**src/dpll_pkg.sv**
```systemverilog
// Shared types and constants of the frequency-locked loop controller.
// The loop trims a ring oscillator so that one period of the slow
// reference input spans a programmed number of fast clock cycles.
package dpll_pkg;

    // Phase length in clock cycles, saturating at 31
    // The target ratio div uses the same type
    typedef logic [4:0] count_t;

    // Sum of the two most recent phase lengths, one bit wider than a count
    typedef logic [5:0] period_sum_t;

    // Integer part of the trim value, from 0 to 31
    typedef logic [4:0] trim_level_t;

    // Width of one half of the thermometer code
    localparam int TRIM_GROUP_BITS = 13;

    // Thermometer code to the ring oscillator
    // Bits 12:0 form the first group and bits 25:13 the second group
    typedef logic [2*TRIM_GROUP_BITS-1:0] trim_code_t;

    // Order in which the bits of a group switch on as the level rises.
    // Neighbouring steps land far apart in the ring, so the added delay
    // is spread evenly along the stages instead of piling up at one end
    localparam int TRIM_FILL_ORDER [TRIM_GROUP_BITS] = '{
        0, 6, 10, 3, 8, 12, 5, 2, 9, 4, 11, 1, 7
    };

    // Result of one period measurement
    typedef struct packed {
        // High for one cycle when a comparison is due
        logic        sample;
        // Current phase count plus the previous one, valid with sample
        period_sum_t sum;
    } period_meas_t;

endpackage

```
**src/period_measure.sv**
```systemverilog
`timescale 1ns/1ps

// Measures the high and low phases of the reference input osc in cycles
// of the local clock, and raises a compare strobe on every osc edge once
// enough edges have been seen for the period sum to be meaningful
module period_measure (
    input  logic                  clock,
    input  logic                  reset,
    input  logic                  osc,
    output dpll_pkg::period_meas_t meas
);
    import dpll_pkg::*;

    // Stages 0 and 1 synchronize osc, stage 2 keeps the previous value
    logic [2:0] osc_sync;

    // Length of the phase in progress and of the phase before it
    count_t count_now;
    count_t count_last;

    // Warm-up register, one bit is shifted in per detected edge
    logic [2:0] fill;

    logic edge_seen;
    logic warm;

    // An edge shows up as a difference between the last two stages.
    // That is one cycle after the second clock edge following the
    // change on osc
    assign edge_seen = osc_sync[2] ^ osc_sync[1];

    // After reset the first counts start mid-phase and the first sums
    // are garbage, so comparisons wait until three edges have passed
    assign warm = &fill;

    always_ff @(posedge clock or posedge reset) begin
        if (reset) begin
            osc_sync   <= '0;
            count_now  <= '0;
            count_last <= '0;
            fill       <= '0;
        end else begin
            osc_sync <= {osc_sync[1:0], osc};

            if (edge_seen) begin
                // Close the current phase and start counting the next.
                // The edge cycle already belongs to the new phase
                count_last <= count_now;
                count_now  <= count_t'(1);
                fill       <= {fill[1:0], 1'b1};
            end else if (count_now != '1) begin
                // Long phases stop at the top of the range
                count_now <= count_now + 1'b1;
            end
        end
    end

    // The strobe and the sum are taken straight from the registers so
    // the accumulator can act at the end of the edge cycle itself
    always_comb begin
        meas.sample = edge_seen & warm;
        meas.sum    = period_sum_t'(count_now) + period_sum_t'(count_last);
    end

endmodule

```
**src/trim_accumulator.sv**
```systemverilog
`timescale 1ns/1ps

// Integrates the frequency error into a saturating trim value.
// The value carries FRAC_BITS fractional bits below the integer level,
// which sets the loop gain: the level moves only after several steps
// in the same direction
module trim_accumulator #(
    parameter int FRAC_BITS = 2
) (
    input  logic                  clock,
    input  logic                  reset,
    input  dpll_pkg::period_meas_t meas,
    input  dpll_pkg::count_t       div,
    output dpll_pkg::trim_level_t  level
);
    import dpll_pkg::*;

    localparam int LEVEL_BITS = $bits(trim_level_t);
    localparam int TRIM_BITS  = LEVEL_BITS + FRAC_BITS;

    // Full trim value with the fraction in the low bits
    logic [TRIM_BITS-1:0] trim_value;

    // Target sum widened to the width of the measured sum
    period_sum_t target;

    assign target = period_sum_t'(div);

    always_ff @(posedge clock or posedge reset) begin
        if (reset) begin
            // Bit 0 of the code has to be clear for the ring to start,
            // so the loop starts from the fastest setting
            trim_value <= '0;
        end else if (meas.sample) begin
            if (meas.sum > target) begin
                // More cycles than wanted per period, clock too fast
                if (trim_value != '1) begin
                    trim_value <= trim_value + 1'b1;
                end
            end else if (meas.sum < target) begin
                // Fewer cycles than wanted, clock too slow
                if (trim_value != '0) begin
                    trim_value <= trim_value - 1'b1;
                end
            end
            // An exact match leaves the value alone
        end
    end

    // The fractional bits only filter, the oscillator sees the integer part
    assign level = trim_value[TRIM_BITS-1:FRAC_BITS];

endmodule

```
**src/trim_encoder.sv**
```systemverilog
`timescale 1ns/1ps

// Turns the integer trim level into the thermometer code for the ring
// oscillator. The first group fills up before the second one starts.
// Within a group the bits switch on in the interleaved fill order, so
// each step adds delay at a stage far away from the previous one
module trim_encoder (
    input  dpll_pkg::trim_level_t level,
    output dpll_pkg::trim_code_t  trim
);
    import dpll_pkg::*;

    // The two halves of the code, built separately
    logic [TRIM_GROUP_BITS-1:0] first_group;
    logic [TRIM_GROUP_BITS-1:0] second_group;

    always_comb begin
        first_group  = '0;
        second_group = '0;

        // Step i of the fill order belongs to level i + 1 in the first
        // group and to level i + 14 in the second group.
        // A bit is on once the level has passed its step, which makes
        // level 0 all zeros and every level from 26 up all ones
        for (int i = 0; i < TRIM_GROUP_BITS; i++) begin
            first_group[TRIM_FILL_ORDER[i]] =
                (level > trim_level_t'(i));
            second_group[TRIM_FILL_ORDER[i]] =
                (level > trim_level_t'(i + TRIM_GROUP_BITS));
        end
    end

    // The second group sits in the upper half of the code
    assign trim = {second_group, first_group};

endmodule

```
**src/dpll_controller.sv**
```systemverilog
`timescale 1ns/1ps

// Frequency-locked loop controller for a trimmable ring oscillator.
// The local clock comes from the oscillator being trimmed and osc is a
// slow free-running reference. div gives the wanted number of clock
// cycles per osc period. The loop slows the ring when a period holds
// too many cycles and speeds it up when it holds too few
module dpll_controller #(
    parameter int FRAC_BITS = 2
) (
    input  logic                 clock,
    input  logic                 reset,
    input  logic                 osc,
    input  dpll_pkg::count_t     div,
    output dpll_pkg::trim_code_t trim
);
    import dpll_pkg::*;

    // Compare strobe and period sum from the measurement
    period_meas_t meas;

    // Integer trim level from the accumulator
    trim_level_t level;

    // Phase counting and warm-up on the reference input
    period_measure u_period_measure (
        .clock (clock),
        .reset (reset),
        .osc   (osc),
        .meas  (meas)
    );

    // Error integration, FRAC_BITS sets the loop gain
    trim_accumulator #(
        .FRAC_BITS (FRAC_BITS)
    ) u_trim_accumulator (
        .clock (clock),
        .reset (reset),
        .meas  (meas),
        .div   (div),
        .level (level)
    );

    // Level to thermometer code, no register on the way out
    trim_encoder u_trim_encoder (
        .level (level),
        .trim  (trim)
    );

endmodule

```
**config.mk**
```make
export PLATFORM = sky130hd
export DESIGN_NAME = dpll_controller
export DESIGN_NICKNAME = d
export VERILOG_FILES = /design/src/dpll_pkg.sv /design/src/period_measure.sv /design/src/trim_accumulator.sv /design/src/trim_encoder.sv /design/src/dpll_controller.sv
export SDC_FILE = /design/constraint.sdc
export NUM_CORES = 1
export LEC_CHECK = 0
export ABC_AREA = 1
export BUFFER_PORTS_ARGS = -buffer_cell sky130_fd_sc_hd__buf_2
export CORE_ASPECT_RATIO = 1.5
export CORE_MARGIN = 3
export CORE_UTILIZATION = 34
export DETAILED_ROUTE_END_ITERATION = 8
export HOLD_SLACK_MARGIN = 0.12
export MAX_ROUTING_LAYER = met4
export PLACE_DENSITY_LB_ADDON = 0.1
export SLEW_MARGIN = 15
export SYNTH_ARGS = -nofsm -noshare
export SYNTH_HDL_FRONTEND = slang
export SYNTH_SLANG_ARGS = --single-unit
```
**constraint.sdc**
```tcl
create_clock -name clock -period 6.02 [get_ports clock]
set_input_delay 1.806 -clock clock [delete_from_list [all_inputs] [get_ports clock]]
set_output_delay 1.806 -clock clock [all_outputs]
set_load 0.005 [all_outputs]
```
## Yosys cells after proc, flatten, opt, wreduce, memory -nomap -nowiden

Cells that the tools add are included.

- Add/sub/neg operators: 4
- $lt $le $gt $ge: 28
- Eq/ne operators: 3
- Muxes and demuxes: 6
- Bitwise gates (word level): 2
- Reductions and logical operators: 6

Operators by type and width:

| kind | count |
|---|---|
| $gt A5 B5 Y1 const B | 10 |
| $gt A5 B4 Y1 const B | 8 |
| $mux W7 | 4 |
| $gt A5 B3 Y1 const B | 4 |
| $gt A5 B1 Y1 const B | 2 |
| $gt A5 B2 Y1 const B | 2 |
| $mux W5 | 2 |
| $add A7 B1 Y7 const B | 1 |
| $ne A7 B7 Y1 const B | 1 |
| $reduce_bool A7 Y1 | 1 |
| $sub A7 B1 Y7 const B | 1 |
| $add A5 B5 Y6 | 1 |
| $gt A6 B5 Y1 | 1 |
| $lt A6 B5 Y1 | 1 |
| $reduce_bool A2 Y1 | 3 |
| $add A5 B1 Y5 const B | 1 |
| $ne A5 B5 Y1 const B | 1 |
| $reduce_and A4 Y1 | 1 |
| $reduce_and A3 Y1 | 1 |
| $ne A2 B2 Y1 const B | 1 |
| $and A1 B1 Y1 | 1 |
| $xor A1 B1 Y1 | 1 |

- Bits in registers: 23
- Bits of input ports: 8
- Output and inout port bits: 26
- Logic and storage cells: 54

## Longest topological paths before layout

Gate-level depths: netlist (run 1).

- Depth after elaboration: 4
- Mapped depth: 20
- Mapped depth without buffers: 20

## Hierarchy

A second synthesis (run 1) with hierarchy kept.

- Cell total of the unflattened synthesis: 262
- Area, all modules: 1885.6 um^2

By module, submodules not included:

| module | instances | cells an instance | area an instance (um^2) | sequential area each (um^2) |
|---|---|---|---|---|
| period_measure | 1 | 101 | 853.3 | 400.4 |
| trim_accumulator | 1 | 111 | 810.8 | 175.2 |
| trim_encoder | 1 | 50 | 221.5 | 0.0 |

## Least setup slack after synthesis (run 1)

Ideal clock, no wire load.

- Path type: input -> register
- From: input port div[4]
- To: register u_trim_accumulator.trim_value[6]
- Setup time: 116 ps
- Arrival time: 3670 ps
- Data required time: 5904 ps
- Slack: 2233 ps
- Stages: 15
- Buffers on the path: 0
- Cell sequence: inv_1 > ha_1 > nand3_1 > nor2_1 > inv_1 > a21oi_2 > ha_1 > a21oi_1 > o21ai_0 > a31oi_1 > inv_1 > nand2_1 > nand2_1 > nand2_1 > nand2_1

- Word-level cells in the longest chain between the ends: 3
- Elaborated cells on any way between the ends: 7
- Classes of those cells: order compare (2); eq/ne (1); mux (1); reduce/logical (3)

RTL lines:

| item | line | source |
|---|---|---|
| start: declaration | dpll_controller.sv:14 | `input dpll_pkg::count_t div,` |
| $gt A6 B5 Y1 / $lt A6 B5 Y1 (equally long branches) | trim_accumulator.sv:35, trim_accumulator.sv:40 |  |
| $ne A2 B2 Y1 (no source line) / $reduce_bool A2 Y1 (equally long branches) | n/a |  |
| $reduce_and A4 Y1 (no source line) | n/a |  |
| end signal: assignment | trim_accumulator.sv:38 | `trim_value <= trim_value + 1'b1;` |
| end signal: assignment | trim_accumulator.sv:43 | `trim_value <= trim_value - 1'b1;` |
| end: declaration | trim_accumulator.sv:22 | `logic [TRIM_BITS-1:0] trim_value;` |

Parallel ways exist; a longest one is shown, timed or not.
A chain may end at the register's enable or synchronous reset.

## Worst setup path in the final report (run 1)

Same ends and word-level chain as after synthesis.

==> results of run 1 <==
## metrics by stage
step / utilization [%] / instance area, um2 / worst slack [ps] / hold slack, ps
after floorplan: - / 1770 / 2230 / 331
after global placement: 40.2 / 1980 / 1950 / 333
after detailed placement: 40.2 / 1980 / 1870 / 337
after CTS: 41.1 / 2030 / 2160 / 358
after global routing: 41.1 / 2030 / 1920 / 374
final: 41.1 / 2030 / 2170 / 355
## critical path, stage by stage
cell and delay, ps:
buf_2 70, inv_1 30, ha_1 300, nand3_1 120
nor2_1 140, inv_1 70, a21oi_2 350, ha_1 360
a21oi_1 200, o21ai_0 90, a31oi_1 200, inv_1 60
nand2_1 60, nand2_1 40, nand2_1 50, nand2_1 40
## cell type report
type	count	area, um2	area share, %
multi-input combinational	171	995	49.1
sequential	23	576	28.4
timing repair buffer	33	165	8.15
inverter	43	161	7.97
tap	66	82.6	4.08
clock buffer	3	41.3	2.04
clock inverter	1	5.00	0.247
## layer usage
metal  GRT usage [%]  vias up
li1                -      840
met1            14.2      688
met2            25.6       36
met3            1.79        7
met4            4.41        0
met5               -        -
## cell families (layout without fill, tap and decap cells)
| group | after synthesis | count (layout) | synth area share [%] |
|---|---|---|---|
| flops | 23 | 23 | 32.5 |
| fa+ha+maj | 20 | 20 | 15.0 |
| xor+xnor | 8 | 8 | 3.96 |
| buf+inv | 49 | 80 | 11.3 |
| simple gates | 99 | 99 | 24.1 |
| compound gates | 44 | 44 | 13.1 |
## worst max-delay path by stage
stage            from                               end  slack [ps]  cells after the start
6_report       div[4]  u_trim_accumulator.trim_value[6]        2170                     16
5_1_grt        div[4]  u_trim_accumulator.trim_value[6]        1920                     17
4_1_cts        div[4]  u_trim_accumulator.trim_value[6]        2160                     16
3_5_place_dp   div[4]  u_trim_accumulator.trim_value[6]        1870                     16
3_3_place_gp   div[4]  u_trim_accumulator.trim_value[6]        1950                     16
2_1_floorplan  div[4]  u_trim_accumulator.trim_value[6]        2230                     15
## power by group
group,switching (mW),leakage [nW],internal [mW]
Combinational,0.288,0.849,0.220
Sequential,0.0561,0.283,0.185
Clock,0.0515,0.0255,0.0463
## flip-flops by register name (all words and copies together), names as in the netlist
signal                         cells
u_period_measure.fill              3
u_trim_accumulator.trim_value      7
u_period_measure.count_now         5
u_period_measure.count_last        5
u_period_measure.osc_sync          3
## cell usage in the layout, fill, tap and decap left out
| cell | synthesis | routed |
|---|---|---|
| nor3_1 | 4 | 4 |
| nand4_1 | 3 | 3 |
| nor2_2 | 1 | 1 |
| a21o_1 | 1 | 1 |
| nor2_1 | 13 | 13 |
| clkbuf_8 | 0 | 3 |
| buf_2 | 1 | 33 |
| nand3_2 | 1 | 1 |
| xnor2_1 | 5 | 5 |
| fa_1 | 2 | 2 |
| clkinv_2 | 0 | 1 |
| nand3_1 | 9 | 9 |
| inv_1 | 40 | 40 |
| o21ai_0 | 20 | 20 |
| inv_2 | 3 | 3 |
| dfrtp_1 | 23 | 23 |
| or2_1 | 1 | 1 |
| nand2_1 | 62 | 62 |
| ha_1 | 18 | 18 |
| a31oi_1 | 5 | 5 |
| nor3_2 | 2 | 2 |
| a21oi_2 | 1 | 1 |
| nor4_1 | 1 | 1 |
| nand2_2 | 2 | 2 |
| xor2_1 | 3 | 3 |
| a21oi_1 | 17 | 17 |
==> metrics.log, run 1 <==
[metrics] share of synthesized area occupied by flip-flops and latches: around a third
[metrics] antenna diode instance count: 0
[metrics] area share of the largest cell type after synthesis: 32.5%
[metrics] hold buffer count at CTS: 0
[metrics] type of destination of the critical path: flip-flop
[metrics] via count of the first global-routing pass: 1549
[metrics] Floorplan Core Area: between 0.004 and 0.005 mm2
[metrics] insertion delay of the later-clocked pin in the worst-skew pair: 270 ps
[metrics] Power, Total: approximately 0.85 mW
[metrics] commonest cells in the synthesized netlist: nand2_1, inv_1, dfrtp_1
[metrics] Cell Count, Final, Fillers Out: 340
[metrics] cell taking the most area after synthesis: dfrtp_1
[metrics] CTS H-tree depth: 1
[metrics] status: complete, no violations
[metrics] warning count from the yosys run: 0
[metrics] Worst slew margin: about two fifths
[metrics] endpoint of the most critical register-to-register path: u_trim_accumulator.trim_value[6]
[metrics] met3 routed wirelength: between 100 and 150 um
[metrics] Critical Path Start Type: input pin
[metrics] power density over cell area: 418 mW/mm2
[metrics] global-route wire length before repair: 6.51 mm
[metrics] crit path max fanout: 8
[metrics] count of nets after finishing: 303
[metrics] master cell of the clock root buffer: clkbuf_8
[metrics] most frequent cell after synthesis: nand2_1
[metrics] area added between synthesis and finish: 14.4%
[metrics] average detailed-routed wire length per instance: around 11 um
[metrics] die width: 64.9 um
[metrics] dominant cells by area after synthesis: dfrtp_1, nand2_1, ha_1
[metrics] Worst Skew: 4.94 ps
[metrics] final-report max-slew violation count: 0
[metrics] synthesized net count: 271
[metrics] estimated wirelength of the detail-placed design: 3.13 mm
[metrics] worst hold path depth: 0
[metrics] Hold Violations, Final: 0
[metrics] max-cap viol count: 0
[metrics] r2r worst-path depth: 19
[metrics] total congestion overflow after global routing: 0
[metrics] worst endpoint data arrival time: approximately 4000 ps
[metrics] via count of the routed design: roughly 1600
[metrics] metal2 WL: roughly 2 mm
[metrics] post-detailed-route DRC marker count: 0
[metrics] Slew @ Worst Pin: 893 ps
[metrics] type of the setup path with the least slack: in2reg
[metrics] Starting Density: 35.9%
[metrics] port bufs: 33
[metrics] 1st-iter DRT viols: 20
[metrics] count of antenna-violating nets left after detailed routing: 0
[metrics] largest net degree at the start of global routing: 24
[metrics] maximum clock frequency: ~260 MHz
[metrics] number of distinct library cells after synthesis: 26
[metrics] count of pins on the block boundary: 34
[metrics] sum of negative setup slack: 0 ps
[metrics] worst endpoint required time: between 6000 and 7000 ps
[metrics] Synth Area per Inst: ~7.3 um2
[metrics] flop-to-flop setup slack: 2440 ps
[metrics] flip-flop cell with the highest count after synthesis: dfrtp_1
[metrics] endpoint of the worst hold-timing path: u_period_measure.osc_sync[1]
[metrics] Crit Reg-Reg Startpoint: u_period_measure.count_now[0]
[metrics] Rows: 31
[metrics] setup repair after global routing missed its margin: no
[metrics] Final period util: 63.9%
[metrics] maximum buffer depth of the clock tree: 2
[metrics] fraction of final layout cells sized beyond drive strength 1: 17.2%
[metrics] post-synthesis sequential element count: 23
[metrics] via-per-instance ratio: 4.62
[metrics] top routing layer used: met4
[metrics] number of placed instances, taps included: roughly 340
[metrics] Post-CTS Setup Repair Bufs: 0
[metrics] final worst path period need: 3850 ps
[metrics] count of flip-flops with a built-in enable after synthesis: 0
[metrics] Post-CTS Resized: 0
[metrics] Final setup violation count: 0
[metrics] startpoint of the most critical hold path: u_period_measure.osc_sync[0]
[metrics] total global routing track utilization: a little over an eighth
[metrics] weighted congestion at the end of routability-driven global placement: roughly 0.75
[metrics] count of mapped cells out of synthesis: approximately 240
[metrics] Chip Height: between 90 and 100 um
[metrics] TritonCTS clock tree: done
[metrics] worst vdd ir: approximately 0.14 mV
[metrics] Sink Count: 23
[metrics] total wirelength of the detailed-routed design: 3.81 mm
[metrics] M1 WL: 1.63 mm
[metrics] number of optimization iterations in the first detailed-route pass: 4
[metrics] Leak Pwr: approximately 1.2 nW
[metrics] antenna violations before repair: 0
[metrics] clock slew at the register clock pins of the worst setup and hold paths: approximately 90 ps
[metrics] share of flip-flops with an asynchronous set or reset: 100%
[metrics] Cell Area, Synth: 0.00177 mm2
[metrics] fill cell instance count of the final layout: 542
[metrics] number of clock buffers inserted by TritonCTS: 3
[metrics] Min-Delay Path Class: reg2reg
[metrics] die outline area: 0.00613 mm2
Note: power is estimated with default switching activity, not from simulation.
==> inputs of run 2 (changes only) <==
==> constraint.sdc (replaced) <==
create_clock -name clock -period 3.4 [get_ports clock]
set_input_delay 1.02 -clock clock [delete_from_list [all_inputs] [get_ports clock]]
set_output_delay 1.02 -clock clock [all_outputs]
set_load 0.005 [all_outputs]
==> run 2 against run 1 <==
Effect of this change: sequential power up 79%; critical endpoint unchanged; setup slack lost 2000 ps; die area unchanged; sequential share of layout area decreased by 1.4 points; critical path type is now reg2reg; critical path depth rose by 5; final cell count up 2.1%.
==> metrics.log, run 2 (synthesis gave the netlist of run 1 again) <==
[metrics] status: complete, no violations
[metrics] largest net degree at the start of global routing: 24
[metrics] Cell Count, Final, Fillers Out: 347
[metrics] fraction of final layout cells sized beyond drive strength 1: 22.1%
[metrics] kind of cell adding the most delay to the critical path: adder cells
[metrics] die width: around 65 um
[metrics] Net Switching: around 0.75 mW
[metrics] Clk pwr share: 10.7%
[metrics] area added between synthesis and finish: 20.5%
[metrics] total wirelength of the detailed-routed design: 4.01 mm
[metrics] final-report max-slew violation count: 0
[metrics] type of destination of the critical path: flip-flop
[metrics] setup repair after global routing missed its margin: yes
[metrics] Net Sw Frac: 46.3%
[metrics] fraction of power consumed by combinational cells: 62.5%
[metrics] Leak Pwr: between 1 and 1.5 nW
[metrics] top library cells by usage in the layout, fill and taps aside: nand2_1, inv_1, buf_2
[metrics] final worst path period need: 3240 ps
[metrics] power density over cell area: ~760 mW/mm2
[metrics] crit path max fanout: 5
[metrics] largest registers ranked by flip-flop count: u_trim_accumulator.trim_value: 7 flops, u_period_measure.count_last: 5 flops, u_period_measure.count_now: 5 flops
[metrics] Worst Skew: 10.0 ps
[metrics] count of pins on the block boundary: 34
[metrics] hold buffer count at CTS: 0
[metrics] most frequent CP cell: nand2_1
[metrics] 1st-iter DRT viols: 36
[metrics] number of clock buffers inserted by TritonCTS: 3
[metrics] Rows: 31
[metrics] Sink Count: 23
[metrics] Starting Density: 35.9%
[metrics] cell chain of the critical path: ha_1 -> fa_2 -> nand3_1 -> nand2_1 -> xor2_1 -> ha_1 -> nand3_1 -> inv_1 -> nor2_1 -> nand2_1 -> a21oi_4 -> buf_4 -> ha_4 -> a21oi_2 -> o21ai_1 -> a31oi_2 -> inv_1 -> nand2_1 -> nand2_1 -> nand2_1 -> nand2_1
[metrics] Critical path buffers and inverters: 3
[metrics] Cell Int Power: 0.867 mW
[metrics] max incr delay on CP: 400 ps
[metrics] number of optimization iterations in the first detailed-route pass: 4
[metrics] Floorplan Core Area: 0.00493 mm2
[metrics] master cell of the clock root buffer: clkbuf_8
[metrics] die outline area: approximately 0.0061 mm2
[metrics] TritonCTS clock tree: done
[metrics] estimated wirelength of the detail-placed design: around 3.2 mm
[metrics] clock slew at the register clock pins of the worst setup and hold paths: 90 ps
[metrics] via-per-instance ratio: approximately 4.7
[metrics] worst endpoint required time: 3570 ps
[metrics] total global routing track utilization: 14.7%
[metrics] minimum setup slack after placement: -13.4 ps
[metrics] global-route wire length before repair: 6.94 mm
[metrics] Worst slew margin: 41.9%
[metrics] Power, Total: 1.61 mW
[metrics] via count of the first global-routing pass: 1545
[metrics] Min-Delay Path Class: reg2reg
[metrics] via count of the routed design: 1622
[metrics] type of the setup path with the least slack: reg2reg
[metrics] antenna diode instance count: 0
[metrics] Critical Path Start Type: flip-flop
[metrics] insertion delay of the later-clocked pin in the worst-skew pair: 270 ps
[metrics] port bufs: 33
[metrics] smallest setup slack after layout: 165 ps
[metrics] Slew @ Worst Pin: 870 ps
[metrics] antenna violations before repair: 0
[metrics] Final period util: 95.2%
[metrics] CTS H-tree depth: 1
[metrics] count of antenna-violating nets left after detailed routing: 0
[metrics] total congestion overflow after global routing: 0
[metrics] flip-flop count of the largest register, all copies and words added: 7
[metrics] maximum buffer depth of the clock tree: 2
[metrics] proportion of power drawn by flip-flops and latches: 26.8%
[metrics] Final setup violation count: 0
[metrics] weighted congestion at the end of routability-driven global placement: between 0.7 and 0.8
[metrics] number of placed instances, taps included: 338
[metrics] average detailed-routed wire length per instance: 11.6 um
[metrics] most common cell after layout, fill and taps aside: nand2_1
[metrics] count of nets after finishing: just over 300
[metrics] Chip Height: around 94 um
[metrics] register with the most flip-flops: u_trim_accumulator.trim_value
[metrics] worst endpoint data arrival time: 3400 ps
[metrics] max-cap viol count: 0
[metrics] maximum clock frequency: 309 MHz
[metrics] post-detailed-route DRC marker count: 0
[metrics] worst vdd ir: between 0.2 and 0.3 mV
[metrics] Hold Violations, Final: 0
[metrics] cell with the largest stage delay on the worst path: dfrtp_1
[run 2: per-layer routing]
layer	vias to the layer above	routed length (um)	track usage, %
met5	-	0	-
met4	0	82	4.41
met3	9	139	1.79
met2	41	2180	27.4
met1	721	1610	16.1
li1	851	-	-
[run 2: worst paths after layout]
| kind | slack [ps] | end | cells past startpoint | from |
|---|---|---|---|---|
| worst max register to register | 160 | u_trim_accumulator.trim_value[6] | 21 | u_period_measure.count_last[0] |
| max in group asynchronous | 1940 | u_period_measure.count_last[4] | 2 | reset |
| worst min register to register | 360 | u_period_measure.osc_sync[1] | 0 | u_period_measure.osc_sync[0] |
| min in group asynchronous | 920 | u_period_measure.osc_sync[1] | 2 | reset |
| worst max-delay path | 160 | u_trim_accumulator.trim_value[6] | 21 | u_period_measure.count_last[0] |
| worst min-delay path | 360 | u_period_measure.osc_sync[1] | 0 | u_period_measure.osc_sync[0] |
[run 2: area by class of cell]
| class | instances | area, um2 |
|---|---|---|
| Inverter | 43 | 161 |
| Sequential cell | 23 | 576 |
| Multi-Input combinational cell | 171 | 1050 |
| Tap cell | 66 | 82.6 |
| Fill cell | 538 | 2790 |
| Timing Repair Buffer | 40 | 218 |
| Clock buffer | 3 | 41.3 |
| Clock inverter | 1 | 5.00 |
[run 2: what timing repair did]
action                                  in CTS  in global routing
endpoints found under the hold margin        0                  0
pin swaps                                    0                  1
setup buffers                                0                  5
endpoints found under the setup margin       1                  4
gates resized for setup                      1                 11
[run 2: per-stage QoR]
stage                     instance area (um2)  TNS [ps]  hold WS (ps)  util, %
after global routing                     2130     -88.5           365     43.3
after CTS                                2050         0           363     41.6
after detailed placement                 1990     -13.4           341     40.5
after floorplan                          1770         0           331        -
after global placement                   1990         0           332     40.5
final                                    2130         0           360     43.3
[run 2: power groups by stage]
stage | logic, mW | clock network [mW] | registers, mW
floorplan | 0.673 | 0 | 0.388
global placement | 0.922 | 0 | 0.434
detailed placement | 0.917 | 0 | 0.435
CTS | 0.927 | 0.179 | 0.429
global route | 1.16 | 0.186 | 0.446
finish | 1.01 | 0.173 | 0.432
